==> config.mk <==
export PLATFORM = sky130hd
export DESIGN_NAME = dbg_i2c_top
export DESIGN_NICKNAME = d
export VERILOG_FILES = /design/src/logic/dbg_i2c_pkg.sv /design/src/logic/dbg_reg_pkg.sv /design/src/logic/dbg_byte_if.sv /design/src/logic/i2c_line_filter.sv /design/src/logic/i2c_byte_engine.sv /design/src/logic/dbg_cmd_ctrl.sv /design/src/logic/dbg_i2c_top.sv
export SDC_FILE = /design/constraint.sdc
export NUM_CORES = 1
export LEC_CHECK = 0
export BUFFER_PORTS_ARGS = -buffer_cell sky130_fd_sc_hd__buf_2
export CORE_ASPECT_RATIO = 1.5
export CORE_MARGIN = 1.5
export CORE_UTILIZATION = 35
export CTS_BUF_LIST = sky130_fd_sc_hd__clkbuf_2
export CTS_CLUSTER_SIZE = 40
export DETAILED_ROUTE_END_ITERATION = 10
export GPL_ROUTABILITY_DRIVEN = 0
export HOLD_SLACK_MARGIN = 0.1
export MAX_ROUTING_LAYER = met4
export PLACE_DENSITY = 0.63
export SLEW_MARGIN = 5
export SYNTH_ARGS = -nofsm -noshare
export SYNTH_HDL_FRONTEND = slang
export SYNTH_SLANG_ARGS = --single-unit
export TNS_END_PERCENT = 20
==> constraint.sdc <==
create_clock -name dbg_clk -period 3.18 [get_ports dbg_clk]
set_input_delay 0.159 -clock dbg_clk [delete_from_list [all_inputs] [get_ports dbg_clk]]
set_output_delay 0.159 -clock dbg_clk [all_outputs]
set_load 0.01 [all_outputs]
==> src/logic/dbg_i2c_pkg.sv <==
// Bus-side definitions for the I2C debug slave, imported by the engine, controller and top
package dbg_i2c_pkg;

  // One byte as it travels on SDA
  typedef logic [7:0] i2c_byte_t;

  // 7-bit slave address, R/W bit not included
  typedef logic [6:0] i2c_dev_addr_t;

  // Bus FSM
  typedef enum logic [2:0] {
    // Address byte coming in
    rx_addr     = 3'h0,
    // Slave pulls SDA low for the address
    rx_addr_ack = 3'h1,
    rx_data     = 3'h2,
    rx_data_ack = 3'h3,
    tx_data     = 3'h4,
    // Master answers ACK or NACK
    tx_data_ack = 3'h5
  } i2c_state_e;

endpackage

==> src/logic/dbg_reg_pkg.sv <==
// Debug-register-side definitions, imported by the command controller and top
package dbg_reg_pkg;

  // Debug register address, 64 registers
  typedef logic [5:0] dbg_addr_t;

  // Debug register data word
  typedef logic [15:0] dbg_data_t;

  // Command byte as the master sends it
  typedef struct packed {
    // Set for write, clear for read
    logic      write;
    // Set for 8-bit access, clear for 16-bit
    logic      byte_width;
    dbg_addr_t addr;
  } dbg_cmd_t;

  // Command FSM
  typedef enum logic [2:0] {
    rx_cmd     = 3'h0,
    rx_byte_lo = 3'h1,
    rx_byte_hi = 3'h2,
    // Read data going back to the master
    tx_byte_lo = 3'h3,
    tx_byte_hi = 3'h4
  } dbg_state_e;

endpackage

==> src/logic/dbg_byte_if.sv <==
// Byte handoff between the I2C byte engine and the debug command controller
interface dbg_byte_if import dbg_i2c_pkg::*; ();

  // One-cycle strobe per received data byte, never for address bytes
  logic      rx_data_done;

  // One-cycle strobe once the last bit of a sent byte is out
  logic      tx_data_done;

  // Valid while rx_data_done is high
  i2c_byte_t rx_byte;

  // Next byte to send, sampled by the engine on SCL rise
  i2c_byte_t tx_byte;

  modport engine (
    output rx_data_done,
    output tx_data_done,
    output rx_byte,
    input  tx_byte
  );

  modport ctrl (
    input  rx_data_done,
    input  tx_data_done,
    input  rx_byte,
    output tx_byte
  );

endinterface

==> src/logic/i2c_line_filter.sv <==
// Conditions one I2C line: synchronizer, majority vote and edge pulses for the engine
module i2c_line_filter #(
  parameter int SYNC_STAGES = 2
) (
  input  logic dbg_clk,
  input  logic dbg_rst,
  input  logic line_in,
  output logic level,
  output logic rise,
  output logic fall
);

  logic [SYNC_STAGES-1:0] sync_q;
  logic [1:0]             hist_q;
  logic                   sync_out;
  logic                   level_dly;

  // Idle bus is high, so reset everything to one
  always_ff @(posedge dbg_clk or posedge dbg_rst) begin
    if (dbg_rst) begin
      sync_q <= '1;
      hist_q <= 2'b11;
    end else begin
      sync_q <= {sync_q[SYNC_STAGES-2:0], line_in};
      hist_q <= {hist_q[0], sync_out};
    end
  end

  assign sync_out = sync_q[SYNC_STAGES-1];

  // Two of three votes, drops single-cycle glitches
  assign level = (sync_out & hist_q[0]) | (sync_out & hist_q[1]) | (hist_q[0] & hist_q[1]);

  // Edge detect on filtered level
  always_ff @(posedge dbg_clk or posedge dbg_rst) begin
    if (dbg_rst) begin
      level_dly <= 1'b1;
    end else begin
      level_dly <= level;
    end
  end

  assign rise = ~level_dly & level;
  assign fall = level_dly & ~level;

endmodule

==> src/logic/i2c_byte_engine.sv <==
// I2C slave byte engine with START/STOP, address match, byte shifting and SDA drive
module i2c_byte_engine import dbg_i2c_pkg::*; (
  input  logic          dbg_clk,
  input  logic          dbg_rst,
  input  i2c_dev_addr_t dev_addr,
  input  logic          scl,
  input  logic          scl_rise,
  input  logic          scl_fall,
  input  logic          sda,
  input  logic          sda_rise,
  input  logic          sda_fall,
  output logic          sda_out,
  dbg_byte_if.engine    bytes
);

  i2c_state_e state;
  i2c_state_e state_nxt;
  logic [8:0] shift_buf;
  logic [1:0] sample_dly;
  logic       sample;
  logic       start_det;
  logic       stop_det;
  logic       active_q;
  logic       init;
  logic       addr_miss;
  logic       rx_en;
  logic       tx_en_nxt;
  logic       rx_done;
  logic       tx_done;
  logic       rx_init;
  logic       tx_init;
  logic       rx_shift;
  logic       tx_shift;

  ////////////////////////////////////////
  // Bus conditions
  ////////////////////////////////////////

  // SDA moves while SCL is high
  assign start_det = sda_fall & scl;
  assign stop_det  = sda_rise & scl;

  always_ff @(posedge dbg_clk or posedge dbg_rst) begin
    if (dbg_rst) begin
      active_q <= 1'b0;
    end else if (start_det) begin
      active_q <= 1'b1;
    end else if (stop_det || addr_miss) begin
      active_q <= 1'b0;
    end
  end

  // Idle or fresh START returns to address
  assign init = ~active_q | stop_det | start_det;

  // SDA sampled two cycles into SCL high
  always_ff @(posedge dbg_clk or posedge dbg_rst) begin
    if (dbg_rst) begin
      sample_dly <= 2'b00;
    end else begin
      sample_dly <= {sample_dly[0], scl_rise};
    end
  end

  assign sample = sample_dly[1];

  ////////////////////////////////////////
  // Bus FSM
  ////////////////////////////////////////

  always_comb begin
    state_nxt = state;
    if (init) begin
      state_nxt = rx_addr;
    end else begin
      case (state)
        rx_addr:     if (rx_done && !addr_miss) state_nxt = rx_addr_ack;
        // R/W bit still sits in bit 0
        rx_addr_ack: if (scl_fall) state_nxt = shift_buf[0] ? tx_data : rx_data;
        rx_data:     if (rx_done) state_nxt = rx_data_ack;
        rx_data_ack: if (scl_fall) state_nxt = rx_data;
        tx_data:     if (tx_done) state_nxt = tx_data_ack;
        // NACK ends the read
        tx_data_ack: if (scl_fall) state_nxt = sda ? rx_addr : tx_data;
        default:     state_nxt = rx_addr;
      endcase
    end
  end

  always_ff @(posedge dbg_clk or posedge dbg_rst) begin
    if (dbg_rst) begin
      state <= rx_addr;
    end else begin
      state <= state_nxt;
    end
  end

  ////////////////////////////////////////
  // Shift buffer
  ////////////////////////////////////////

  // Marker bit reaching bit 8 means a full byte in
  // Shift buffer at 9'h100 means all bits out
  assign rx_en     = (state == rx_addr) | (state == rx_data);
  assign tx_en_nxt = (state_nxt == tx_data);
  assign rx_done   = rx_en & scl_fall & shift_buf[8];
  assign tx_done   = (state == tx_data) & scl_fall & (shift_buf == 9'h100);

  assign rx_init  = init | ((state == rx_addr_ack) & scl_fall & ~shift_buf[0]) |
                    ((state == rx_data_ack) & scl_fall);
  assign tx_init  = ((state == rx_addr_ack) & scl_rise & shift_buf[0]) |
                    ((state == tx_data_ack) & scl_rise);
  assign rx_shift = rx_en & sample;
  assign tx_shift = tx_en_nxt & scl_fall & (shift_buf != 9'h100);

  always_ff @(posedge dbg_clk or posedge dbg_rst) begin
    if (dbg_rst) begin
      shift_buf <= 9'h001;
    end else if (rx_init) begin
      shift_buf <= 9'h001;
    end else if (tx_init) begin
      shift_buf <= {bytes.tx_byte, 1'b1};
    end else if (rx_shift) begin
      shift_buf <= {shift_buf[7:0], sda};
    end else if (tx_shift) begin
      shift_buf <= {shift_buf[7:0], 1'b0};
    end
  end

  // Address compare on the completed address byte
  assign addr_miss = (state == rx_addr) & rx_done & (shift_buf[7:1] != dev_addr);

  assign bytes.rx_data_done = rx_done & (state == rx_data);
  assign bytes.tx_data_done = tx_done;
  assign bytes.rx_byte      = shift_buf[7:0];

  // SDA only changes on SCL fall
  // Low for ACKs and zero data bits
  always_ff @(posedge dbg_clk or posedge dbg_rst) begin
    if (dbg_rst) begin
      sda_out <= 1'b1;
    end else if (scl_fall) begin
      sda_out <= ~((state_nxt == rx_addr_ack) | (state_nxt == rx_data_ack) |
                   (tx_shift & ~shift_buf[8]));
    end
  end

endmodule

==> src/logic/dbg_cmd_ctrl.sv <==
// Debug command controller: decodes command bytes, drives register strobes and read data
module dbg_cmd_ctrl import dbg_i2c_pkg::*, dbg_reg_pkg::*; (
  input  logic       dbg_clk,
  input  logic       dbg_rst,
  input  dbg_data_t  dbg_dout,
  dbg_byte_if.ctrl   bytes,
  output dbg_addr_t  dbg_addr,
  output dbg_data_t  dbg_din,
  output logic       dbg_wr,
  output logic       dbg_rd
);

  dbg_state_e state;
  dbg_state_e state_nxt;
  dbg_cmd_t   cmd;
  logic       byte_width;
  logic       cmd_valid;
  logic       lo_valid;
  logic       hi_valid;
  i2c_byte_t  din_lo;
  i2c_byte_t  din_hi;

  assign cmd = bytes.rx_byte;

  ////////////////////////////////////////
  // Command FSM
  ////////////////////////////////////////

  // 8-bit accesses skip the high byte states
  always_comb begin
    state_nxt = state;
    case (state)
      rx_cmd:     if (bytes.rx_data_done) state_nxt = cmd.write ? rx_byte_lo : tx_byte_lo;
      rx_byte_lo: if (bytes.rx_data_done) state_nxt = byte_width ? rx_cmd : rx_byte_hi;
      rx_byte_hi: if (bytes.rx_data_done) state_nxt = rx_cmd;
      tx_byte_lo: if (bytes.tx_data_done) state_nxt = byte_width ? rx_cmd : tx_byte_hi;
      tx_byte_hi: if (bytes.tx_data_done) state_nxt = rx_cmd;
      default:    state_nxt = rx_cmd;
    endcase
  end

  always_ff @(posedge dbg_clk or posedge dbg_rst) begin
    if (dbg_rst) begin
      state <= rx_cmd;
    end else begin
      state <= state_nxt;
    end
  end

  assign cmd_valid = (state == rx_cmd) & bytes.rx_data_done;
  assign lo_valid  = (state == rx_byte_lo) & bytes.rx_data_done;
  assign hi_valid  = (state == rx_byte_hi) & bytes.rx_data_done;

  // Address and width held until next command
  always_ff @(posedge dbg_clk or posedge dbg_rst) begin
    if (dbg_rst) begin
      dbg_addr   <= '0;
      byte_width <= 1'b0;
    end else if (cmd_valid) begin
      dbg_addr   <= cmd.addr;
      byte_width <= cmd.byte_width;
    end
  end

  // Write data, high half cleared with each new low byte
  always_ff @(posedge dbg_clk or posedge dbg_rst) begin
    if (dbg_rst) begin
      din_lo <= '0;
      din_hi <= '0;
    end else if (lo_valid) begin
      din_lo <= bytes.rx_byte;
      din_hi <= '0;
    end else if (hi_valid) begin
      din_hi <= bytes.rx_byte;
    end
  end

  assign dbg_din = {din_hi, din_lo};

  // Strobes one cycle after the deciding byte
  always_ff @(posedge dbg_clk or posedge dbg_rst) begin
    if (dbg_rst) begin
      dbg_wr <= 1'b0;
      dbg_rd <= 1'b0;
    end else begin
      dbg_wr <= byte_width ? lo_valid : hi_valid;
      dbg_rd <= cmd_valid & ~cmd.write;
    end
  end

  // Read data half for the engine
  assign bytes.tx_byte = (state == tx_byte_hi) ? dbg_dout[15:8] : dbg_dout[7:0];

endmodule

==> src/logic/dbg_i2c_top.sv <==
// Top of the I2C debug port slave; instantiate with the slave address and register bus
module dbg_i2c_top import dbg_i2c_pkg::*, dbg_reg_pkg::*; #(
  parameter int SYNC_STAGES = 2
) (
  input  logic          dbg_clk,
  input  logic          dbg_rst,
  input  i2c_dev_addr_t dbg_i2c_addr,
  input  logic          dbg_i2c_scl,
  input  logic          dbg_i2c_sda_in,
  output logic          dbg_i2c_sda_out,
  output dbg_addr_t     dbg_addr,
  output dbg_data_t     dbg_din,
  input  dbg_data_t     dbg_dout,
  output logic          dbg_wr,
  output logic          dbg_rd
);

  logic scl_level;
  logic scl_rise;
  logic scl_fall;
  logic sda_level;
  logic sda_rise;
  logic sda_fall;

  // Same filter depth on both lines keeps SCL and SDA aligned
  i2c_line_filter #(
    .SYNC_STAGES(SYNC_STAGES)
  ) u_scl_filter (
    .dbg_clk (dbg_clk),
    .dbg_rst (dbg_rst),
    .line_in (dbg_i2c_scl),
    .level   (scl_level),
    .rise    (scl_rise),
    .fall    (scl_fall)
  );

  i2c_line_filter #(
    .SYNC_STAGES(SYNC_STAGES)
  ) u_sda_filter (
    .dbg_clk (dbg_clk),
    .dbg_rst (dbg_rst),
    .line_in (dbg_i2c_sda_in),
    .level   (sda_level),
    .rise    (sda_rise),
    .fall    (sda_fall)
  );

  dbg_byte_if u_bytes ();

  i2c_byte_engine u_engine (
    .dbg_clk  (dbg_clk),
    .dbg_rst  (dbg_rst),
    .dev_addr (dbg_i2c_addr),
    .scl      (scl_level),
    .scl_rise (scl_rise),
    .scl_fall (scl_fall),
    .sda      (sda_level),
    .sda_rise (sda_rise),
    .sda_fall (sda_fall),
    .sda_out  (dbg_i2c_sda_out),
    .bytes    (u_bytes.engine)
  );

  dbg_cmd_ctrl u_ctrl (
    .dbg_clk  (dbg_clk),
    .dbg_rst  (dbg_rst),
    .dbg_dout (dbg_dout),
    .bytes    (u_bytes.ctrl),
    .dbg_addr (dbg_addr),
    .dbg_din  (dbg_din),
    .dbg_wr   (dbg_wr),
    .dbg_rd   (dbg_rd)
  );

endmodule

* Yosys cells after proc, flatten, opt, wreduce, memory -nomap -nowiden
Index checks and enable logic that the tools add are counted.
Word-level totals: flip-flop bits (word level) 54, latch bits 0, RAM bits 0, memory bits (read-only) 0, input port bits 27, output and inout bits 25, word-level logic and storage cells 130, memories kept 0
Operators by class: $add $sub $neg 0, multipliers 0, div/mod/pow operators 0, $lt $le $gt $ge 0, equality and inequality tests 20, shifts and indexed selects 0, multiplexer cells 29, bitwise gates (word level) 54, reductions and logical operators 9
Operator list (number):
- 3-bit two-way mux | 15
- 9-bit two-way mux | 4
- 1-bit AND | 33
- 8-bit two-way mux | 3
- 3-bit one-hot mux with 6 select lines | 1
- 3-bit by 2-bit equality test with 1-bit output (second input constant) | 5
- 3-bit one-hot mux with 5 select lines | 1
- 3-bit equality test (second input constant) | 4
- 1-bit OR | 12
- 3-bit by 1-bit equality test with 1-bit output (second input constant) | 3
- 9-bit equality test (second input constant) | 1
- 9-bit inequality test (second input constant) | 1
- 1-bit inverter | 9
- 7-bit inequality test | 1
- 3-bit logical NOT | 2
- 2-bit by 1-bit inequality test with 1-bit output (second input constant) | 3
- 5-bit AND reduction | 1
- 2-bit two-way mux | 2
- 2-bit inequality test (second input constant) | 2
- 2-bit nonzero test | 2
- 4-bit nonzero test | 1
- 1-bit two-way mux | 3
- 1-bit logical AND | 1
- 1-bit logical NOT | 1
- 1-bit logical OR | 1

* Logic depth before layout (Yosys ltp)
Gate-level depths: netlist of run 1.
word-level depth 21, depth in mapped cells 7

* By module
Synthesis of run 1 repeated with hierarchy kept, for this count alone.
Second synthesis, totals: cell total of the unflattened synthesis 210, area, all modules 2602.5 sq um
Modules (own cells, without submodules):
- dbg_cmd_ctrl | instances 1, cells each 85, area an instance 1258.7 sq um
- i2c_byte_engine | instances 1, cells each 107, area an instance 1026.0 sq um
- i2c_line_filter | instances 2, cells each 9, area an instance 158.9 sq um

* Worst setup path before layout of run 1
OpenSTA, ideal clock, no wires.
kind register to register, start register u_engine.state[0], end register u_ctrl.din_lo[0], setup time 0.120 ns, arrival 2.131 ns, data required time 3.060 ns, slack 0.929 ns, cell stages (with the launch flop) 8, buffers on the path 2, period minus slack after synthesis 2.251 ns, cell sequence dfrtp_1 -> or3b_1 -> or4_1 -> buf_6 -> or4b_4 -> buf_6 -> nand2_1 -> o21ai_2
Between the ends: longest elaborated chain between the ends 6, elaborated cells on any way between the ends 7, classes of those cells eq/ne: 1; bitwise: 5; reduce/logical: 1
Ends and longest elaborated chain:
- from (decl) | line i2c_byte_engine.sv:16 | i2c_state_e state;
- from (signal assigned) | line i2c_byte_engine.sv:92 | state <= rx_addr;
- from (signal assigned) | line i2c_byte_engine.sv:94 | state <= state_nxt;
- 3-bit by 2-bit equality test with 1-bit output / 3-bit logical NOT (equally long branches) | line i2c_byte_engine.sv:104, i2c_byte_engine.sv:133
- 1-bit OR | line i2c_byte_engine.sv:104 | assign rx_en = (state == rx_addr) | (state == rx_data);
- 1-bit AND (2 in series) | line i2c_byte_engine.sv:106 | assign rx_done = rx_en & scl_fall & shift_buf[8];
- 1-bit AND (*) | line i2c_byte_engine.sv:133 | assign bytes.rx_data_done = rx_done & (state == rx_data);
- 1-bit AND (*) | line dbg_cmd_ctrl.sv:51 | assign lo_valid = (state == rx_byte_lo) & bytes.rx_data_done;
- to (signal assigned) | line dbg_cmd_ctrl.sv:71 | din_lo <= bytes.rx_byte;
- to (decl) | line dbg_cmd_ctrl.sv:20 | i2c_byte_t din_lo;
Every way passes the cells marked *; elsewhere a longest branch is shown, timed or not. A chain may end at the register's enable or synchronous reset.

* Worst setup path after layout of run 1
start register u_scl_filter.hist_q[0], end register u_ctrl.din_hi[6]
Between the ends: longest elaborated chain between the ends 10, elaborated cells on any way between the ends 13, classes of those cells mux: 1; bitwise: 11; reduce/logical: 1
Ends and longest elaborated chain:
- from (decl) | line i2c_line_filter.sv:14 | logic [1:0] hist_q;
- from (signal assigned) | line i2c_line_filter.sv:25 | hist_q <= {hist_q[0], sync_out};
- 1-bit AND | line i2c_line_filter.sv:32 | assign level = (sync_out & hist_q[0]) | (sync_out & hist_q[1]) | (hist_q[0] & hist_q[1]);
- 1-bit OR | line i2c_line_filter.sv:32
- 1-bit OR (*) | line i2c_line_filter.sv:32
- 1-bit inverter (*) | line i2c_line_filter.sv:44 | assign fall = level_dly & ~level;
- 1-bit AND (*) | line i2c_line_filter.sv:44
- 1-bit AND (*) (2 in series) | line i2c_byte_engine.sv:106
- 1-bit AND (*) | line i2c_byte_engine.sv:133
- 1-bit AND (on tied branches) | line dbg_cmd_ctrl.sv:51, dbg_cmd_ctrl.sv:52
- 8-bit two-way mux / 2-bit nonzero test (equally long branches)
- to (signal assigned) | line dbg_cmd_ctrl.sv:74 | din_hi <= bytes.rx_byte;
- to (decl) | line dbg_cmd_ctrl.sv:21 | i2c_byte_t din_hi;
Marks and branches as above.

==> metrics.md, run 1 <==
| Metric | Value |
|---|---|
| Initial antenna violation count | 0 |
| Area leader, netlist | dfrtp_1 |
| Leak pwr | 1.39 nW |
| Row cnt | 38 |
| Ys Warns | 0 |
| Crit. End Element | register |
| Crit-path max cell delay | between 0.7 and 0.8 ns |
| Relative slew slack | 25.4% |
| Drt first pass iters | 4 |
| Post-CTS Setup Inserts | 0 |
| Nets@finish | 309 |
| Initial Utilization | 36.5% |
| Most frequent cells in the layout | 51 x buf_2, 42 x dfrtp_1, 21 x nand2_1, 12 x dfstp_2, 11 x inv_1 |
| Skew final | around 0.023 ns |
| Die Width | between 70 and 80 um |
| Critical path peak fanout | 16 |
| Wirelength per Cell | about 16 um |
| Netlist cell types | 51 |
| TritonCTS clock tree | done |
| Post-synthesis sequential area ratio | between 50% and 60% |
| Critical setup path kind | reg2reg |
| Die Y | about 110 um |
| Final antenna-violating net count | 0 |
| Worst path required time | around 3.6 ns |
| Wire length of the first global-routing pass | approximately 10 mm |
| Post-synthesis register bit count | 54 |
| Max frequency | between 300 and 400 MHz |
| Worst hold-check path type | in2reg |
| Buffers on Ports | just over 50 |
| Post-DR vias/cell | between 5 and 6 |
| Fin area | 0.00306 mm2 |
| Commonest non-fill, non-tap cell in the layout | buf_2 |
| Gr usage total | approximately 17% |
| Initial DRC count | 219 |
| Unrepaired setup endpoints after global routing | no |
| H-Tree Depth | 2 |
| Avg Synthesized Cell Area | about 11 um2 |
| Synth area leaders | dfrtp_1 40%, dfstp_2 12%, mux2_2 3.8%, mux2i_1 3.8%, nand2_1 3.0% |
| Core area | roughly 0.0073 mm2 |
| Synth async-reset ratio | between 90% and 100% |
| Die area | roughly 0.0081 mm2 |
| TritonCTS Buffers | 5 |
| Skew-Pair Late Insertion Delay | around 0.46 ns |
| Longest Clk Path Bufs | 2 |
| Sink Count | between 50 and 60 |
| Post-synth EDFFs | 0 |
| Worst setup SP type | register |
| Status | finished clean |
| Arrival @ worst endpoint | just under 3 ns |
| Peak supply drop | 0.000223 V |
| CP max stage cell | or4_1 |
| Number of global-route vias before repair | just over 2000 |
| Hold Vio Cnt, Final | 0 |
| IO Pins | 52 |
| FF-to-FF setup slack | 0.64 ns |
| Cells after Synth | around 230 |
| Worst-Margin Slew | between 1 and 1.5 ns |
| Via Count | ~2000 |
| Overflow after GRT | 0 |
| Final WL | 6.28 mm |
| Max Transition Viols Final | 0 |
| Period utilisation layout | about 80% |
| CTS root buffer | clkbuf_2 |
| Pwr Density | between 300 and 400 mW/mm2 |
| Share of layout cells above drive strength 1 | between 30% and 40% |
| DP Area | 0.00299 mm2 |
| Syn nets | ~260 |
| Clk pin slew, worst setup/hold paths | between 0.2 and 0.3 ns |
| Critical path, cell by cell | maj3_2 -> or4_1 -> nor4b_4 -> nor2_2 -> a22o_1 |
| Min Tclk post-route | about 2.5 ns |
| Crit path buf inv count | 0 |
| Max Cap Viol | 0 |
| Largest net degree at the start of global routing | 55 |
| Post-Route Setup TNS | 0 ns |
| Synthesized cell area | 0.00265 mm2 |
| Post-DP HPWL | ~4.5 mm |
| Fill count | 720 |
| Top FF cell, synth | dfrtp_1 |
| Crit path max-delay family | simple AND/OR/NAND/NOR gates |
| Synth-to-layout area growth | 15.4% |
| N_diodes | 0 |
| Post-synth top area share | ~40% |
| DRC Markers | 0 |
| Final setup violation count | 0 |
-- registers in the layout, indices dropped and copies added (netlist names) --
| signal | flops |
|---|---|
| u_ctrl.dbg_wr | 1 |
| u_engine.shift_buf | 9 |
| u_scl_filter.level_dly | 1 |
| u_engine.sda_out | 1 |
| u_sda_filter.level_dly | 1 |
| u_scl_filter.sync_q | 2 |
| u_engine.state | 3 |
| u_ctrl.state | 3 |
| u_ctrl.dbg_rd | 1 |
| u_ctrl.byte_width | 1 |
| u_engine.active_q | 1 |
| u_scl_filter.hist_q | 2 |
| u_ctrl.din_lo | 8 |
| u_sda_filter.hist_q | 2 |
| u_ctrl.dbg_addr | 6 |
| u_sda_filter.sync_q | 2 |
| u_engine.sample_dly | 2 |
| u_ctrl.din_hi | 8 |
-- repair_timing --
item                      CTS  global route
hold endpoints to repair   44             0
gates resized for setup     0             0
hold buffers                3             0
-- cell families after synthesis --
logic type      count (synthesis)  synth area share (%)
xor+xnor                        9                  2.97
compound gates                 52                  16.1
simple gates                   70                  16.7
buf+inv                        26                  4.39
mux                            19                  7.59
fa+ha+maj                       2                 0.802
flops                          54                  51.5
-- metal layers --
| metal | wire (um) | GRT usage (%) | vias to the layer above |
|---|---|---|---|
| li1 | - | - | 965 |
| met1 | 2610 | 21.6 | 1009 |
| met2 | 3310 | 27.8 | 46 |
| met3 | 181 | 2.75 | 13 |
| met4 | 170 | 6.08 | 0 |
| met5 | 0 | - | - |
-- worst register-to-register path, stage by stage, from the launching register on --
cell,delay [ns]
dfstp_2,0.43
maj3_2,0.42
or4_1,0.72
nor4b_4,0.54
nor2_2,0.16
a22o_1,0.22
-- metrics by stage --
stage                     worst slack [ns]  power, W  cells  utilization (%)  hold slack, ns
after global placement               0.683  0.000947    372             41.1           0.265
after detailed placement             0.635  0.000951    372             41.1           0.266
after CTS                            0.593   0.00122    383             42.1           0.149
after floorplan                      0.929  0.000889    232                -           0.163
after global routing                 0.519   0.00128    383             42.1           0.142
final                                0.644   0.00122    383             42.1           0.123
-- area by class of cell --
type	count	area, um2	share of cell area, %
Sequential cell	54	1370	44.6
Multi-Input combinational cell	152	1170	38.4
Timing Repair Buffer	57	308	10.1
Tap cell	100	125	4.09
Inverter	12	45.0	1.47
Clock buffer	5	25.0	0.818
Clock inverter	3	16.3	0.531
-- where the power goes --
part,switching (W),internal [W],total (W)
Clock,0.000221,0.0000511,0.000272
Combinational,0.0000977,0.0000796,0.000177
Sequential,0.0000469,0.000720,0.000767
Total,0.000365,0.000850,0.00122
-- Yosys cell counts, types with 3 or more instances --
library cell,count
o211ai_1,10
buf_2,3
a2bb2oi_1,4
xor2_1,4
nor4_1,5
nor2b_1,3
a22oi_1,4
nand2_1,21
nor3b_1,3
a311oi_1,5
nor2_1,7
dfstp_2,12
clkbuf_1,9
xnor2_1,5
mux2_2,9
mux2i_1,10
inv_1,12
a221oi_1,5
a22o_1,8
or3_1,4
o21ai_2,4
nor3_1,4
dfrtp_1,42
-- worst paths after layout --
check,from,end,cells past startpoint
max in group asynchronous,dbg_rst,u_engine.state[0]$_DFF_PP0_,3
setup / recovery,u_scl_filter.hist_q[0]$_DFF_PP1_,u_ctrl.din_hi[6]$_DFFE_PP0P_,5
min in group asynchronous,dbg_rst,u_ctrl.dbg_addr[2]$_DFFE_PP0P_,3
hold / removal,dbg_dout[6],u_engine.shift_buf[7]$_DFFE_PP0P_,5
hold reg to reg,u_sda_filter.sync_q[0]$_DFF_PP1_,u_sda_filter.sync_q[1]$_DFF_PP1_,0
setup reg to reg,u_scl_filter.hist_q[0]$_DFF_PP1_,u_ctrl.din_hi[6]$_DFFE_PP0P_,5
(Power assumes the default switching activity.)
==> run 2, diff against run 1 <==
Settings changed: ABC_AREA set to 1, PLACE_DENSITY 0.63 to 0.65.
Clock period 3.18 ns to 2.1 ns, I/O delays scaled along.
==> run 2 against run 1 <==
Net effect: clock power grew 100%; worst hold slack hardly changed; global-route usage down 1.1 points; wire length fell by 6.1%; sequential share of layout area down 2.2 points; sequential cell count unchanged; non-clock buffer count did not move; synthesized area increased by 3.0%; highest routed layer unchanged.
==> metrics.md, run 2 <==
| Metric | Value |
|---|---|
| Status | finished clean |
| Met2 track demand over resource | 26.5% |
| Post-Route Setup TNS | 0 ns |
| FF-to-FF setup slack | about 0.29 ns |
| TritonCTS clock tree | done |
| Worst path required time | between 2 and 2.5 ns |
| Nets@finish | 412 |
| Leak pwr | around 1.6 nW |
| Period utilisation layout | between 80% and 90% |
| Unrepaired setup endpoints after global routing | no |
| Avg Synthesized Cell Area | 8.38 um2 |
| Inst Count DP | roughly 480 |
| Met1 Track Usage GR | 18.1% |
| Final Worst Setup Slack | approximately 0.29 ns |
| Overflow after GRT | 0 |
| Post-synthesis sequential area ratio | between 50% and 60% |
| Row cnt | 39 |
| Initial antenna violation count | 1 |
| Buffers on Ports | ~50 |
| Pwr Density | ~630 mW/mm2 |
| Via Count | roughly 2300 |
| Critical path peak fanout | 10 |
| Core area | between 0.007 and 0.008 mm2 |
| Worst-Margin Slew | ~0.5 ns |
| Hold Vio Cnt, Final | 0 |
| TritonCTS Buffers | 5 |
| Post-DR vias/cell | between 4 and 5 |
| Sink Count | 54 |
| H-Tree Depth | 2 |
| Commonest cells post-synth | 99 x nand2_1, 42 x dfrtp_1, 28 x o21ai_1, 23 x nand3_1, 21 x inv_1 |
| Clk pin slew, worst setup/hold paths | roughly 0.26 ns |
| Skew final | between 0.02 and 0.03 ns |
| Share of layout cells above drive strength 1 | between 30% and 40% |
| Post-synthesis register bit count | 54 |
| Synth-to-layout area growth | 17.7% |
| Worst hold-check path type | in2reg |
| Area leader, netlist | dfrtp_1 |
| Max Cap Viol | 0 |
| Die Width | between 70 and 80 um |
| Layout Utilization | 42.2% |
| IO Pins | 52 |
| Post-CTS Setup Inserts | 0 |
| Skew-Pair Late Insertion Delay | between 0.4 and 0.5 ns |
| Cell Count, Final, Fillers Out | 489 |
| Synth area leaders | dfrtp_1 38%, nand2_1 14%, dfstp_2 12%, o21ai_1 5.1%, nand3_1 4.2% |
| Initial DRC count | between 100 and 150 |
| Wire length of the first global-routing pass | between 10 and 15 mm |
| Pre-CTS setup slack | 0.308 ns |
| Gr usage total | 16.1% |
| Die area | roughly 0.0084 mm2 |
| Die Y | 111 um |
| Cells after Synth | approximately 330 |
| Top FF cell, synth | dfrtp_1 |
| DRC Markers | 0 |
| Number of global-route vias before repair | about 2300 |
| Ys Warns | 0 |
| Worst r2r dst | u_engine.shift_buf[8]$_DFFE_PP0P_ |
| Most numerous cell in the Yosys netlist | nand2_1 |
| Min Tclk post-route | between 1.5 and 2 ns |
| Grt met3 use | 3.00% |
| R2R depth | 11 |
| CTS resizes | 0 |
| Arrival @ worst endpoint | about 2.2 ns |
| Post-synth top area share | about two fifths |
| Synthesized cell area | approximately 0.0027 mm2 |
| CP max stage cell | dfstp_2 |
| Drt first pass iters | 5 |
| Crit. End Element | register |
| Hold path start | dbg_dout[2] |
| Busiest grt layer | met2 |
| Netlist cell types | 33 |
| Worst Hold Endpoint | u_engine.shift_buf[3]$_DFFE_PP0P_ |
| Critical setup path kind | reg2reg |
| Crit-path max cell delay | about 0.60 ns |
| Worst hold stages | 7 |
| Largest regs | u_engine.shift_buf (9), u_ctrl.din_hi (8), u_ctrl.din_lo (8) |
| Max FFs per register | 9 |
| Max Transition Viols Final | 0 |
| Initial Utilization | a little over a third |
| Worst setup SP type | register |
| Syn nets | 353 |
| Post-DP HPWL | 4.66 mm |
| Critical path, cell by cell | o21ai_1 -> nand2_1 -> nor2_1 -> nand2_2 -> nand3_4 -> nor2_2 -> nand2_2 -> nor2_8 -> nand2_4 -> nand2_1 -> nand2_1 |
| Wirelength per Cell | approximately 12 um |
| Max frequency | around 550 MHz |
| Post-synth EDFFs | 0 |
| Longest Clk Path Bufs | 2 |
| CP dominant cell by count | nand2_1 |
| Most frequent cells in the layout | 99 x nand2_1, 51 x buf_2, 42 x dfrtp_1, 28 x o21ai_1, 23 x nand3_1 |
| Largest net degree at the start of global routing | 26 |
| Commonest non-fill, non-tap cell in the layout | nand2_1 |
| Reg2reg start | u_sda_filter.hist_q[0]$_DFF_PP1_ |
| Synth async-reset ratio | 100% |
| Relative slew slack | between 60% and 70% |
| Final WL | between 5 and 6 mm |
| Peak supply drop | 0.000292 V |
| Final setup violation count | 0 |
| CTS root buffer | clkbuf_2 |
| Final antenna-violating net count | 0 |
| Top reg by flops | u_engine.shift_buf |
[run 2: area by class of cell]
cell class	count	area [um2]
clock inverters	3	47.5
fillers	819	4400
diodes	1	2.50
inverters	38	143
well taps	102	128
flip-flops and latches	54	1370
clock buffers	5	25.0
multi-input cells	229	1200
repair buffers	57	308
[run 2: metrics by stage]
step                hold slack [ns]  cell area (um2)  total power, W
global route                  0.108             3220         0.00215
CTS                           0.103             3210         0.00205
finish                        0.123             3220         0.00203
global placement              0.166             3110         0.00149
floorplan                     0.109             2730         0.00140
detailed placement            0.168             3110         0.00150
[run 2: worst max-delay path, delay by kind of cell (launching register included)]
| family | cells | cell delay, ns |
|---|---|---|
| AO/OA/AOI/OAI | 1 | 0.07 |
| flip-flops | 1 | 0.60 |
| AND/OR/NAND/NOR | 10 | 1.08 |
[run 2: worst max-delay path by stage]
stage | start | end | slack [ns] | cells past startpoint
after global placement | u_engine.state[0]$_DFF_PP0_ | u_ctrl.din_hi[2]$_DFFE_PP0P_ | 0.37 | 8
after CTS | u_sda_filter.hist_q[0]$_DFF_PP1_ | u_engine.shift_buf[8]$_DFFE_PP0P_ | 0.27 | 11
final | u_sda_filter.hist_q[0]$_DFF_PP1_ | u_engine.shift_buf[8]$_DFFE_PP0P_ | 0.29 | 11
after global routing | u_sda_filter.hist_q[0]$_DFF_PP1_ | u_engine.shift_buf[8]$_DFFE_PP0P_ | 0.10 | 11
after detailed placement | u_sda_filter.hist_q[0]$_DFF_PP1_ | u_engine.shift_buf[7]$_DFFE_PP0P_ | 0.31 | 11
after floorplan | u_sda_filter.hist_q[0]$_DFF_PP1_ | u_engine.shift_buf[1]$_DFFE_PP0P_ | 0.48 | 11
[run 2: logic make-up (layout without fill, tap and decap cells)]
kind of cell / count (synthesis) / after routing / synth area share (%)
AO/OA/AOI/OAI: 50 / 50 / 10.2
XOR/XNOR: 2 / 2 / 0.641
buffers and inverters: 43 / 103 / 6.18
flip-flops: 54 / 54 / 50.0
other: 0 / 1 / 0
AND/OR/NAND/NOR: 177 / 177 / 32.9
[run 2: metal layers]
metal	up-vias	wire length, um
met2	48	3090
met1	1032	2480
li1	1157	-
met5	-	0
met3	15	171
met4	0	157
[run 2: what timing repair did]
item                       4_1_cts  5_1_grt
setup endpoints to repair        0        0
hold buffers                     3        0
hold endpoints to repair        53        0
[run 2: where the power goes]
part / internal (W) / total, W / leakage (nW) / switching [W]
Sequential: 0.00110 / 0.00116 / 0.707 / 0.0000586
Combinational: 0.000115 / 0.000321 / 0.874 / 0.000206
Clock: 0.000208 / 0.000547 / 0.0436 / 0.000339
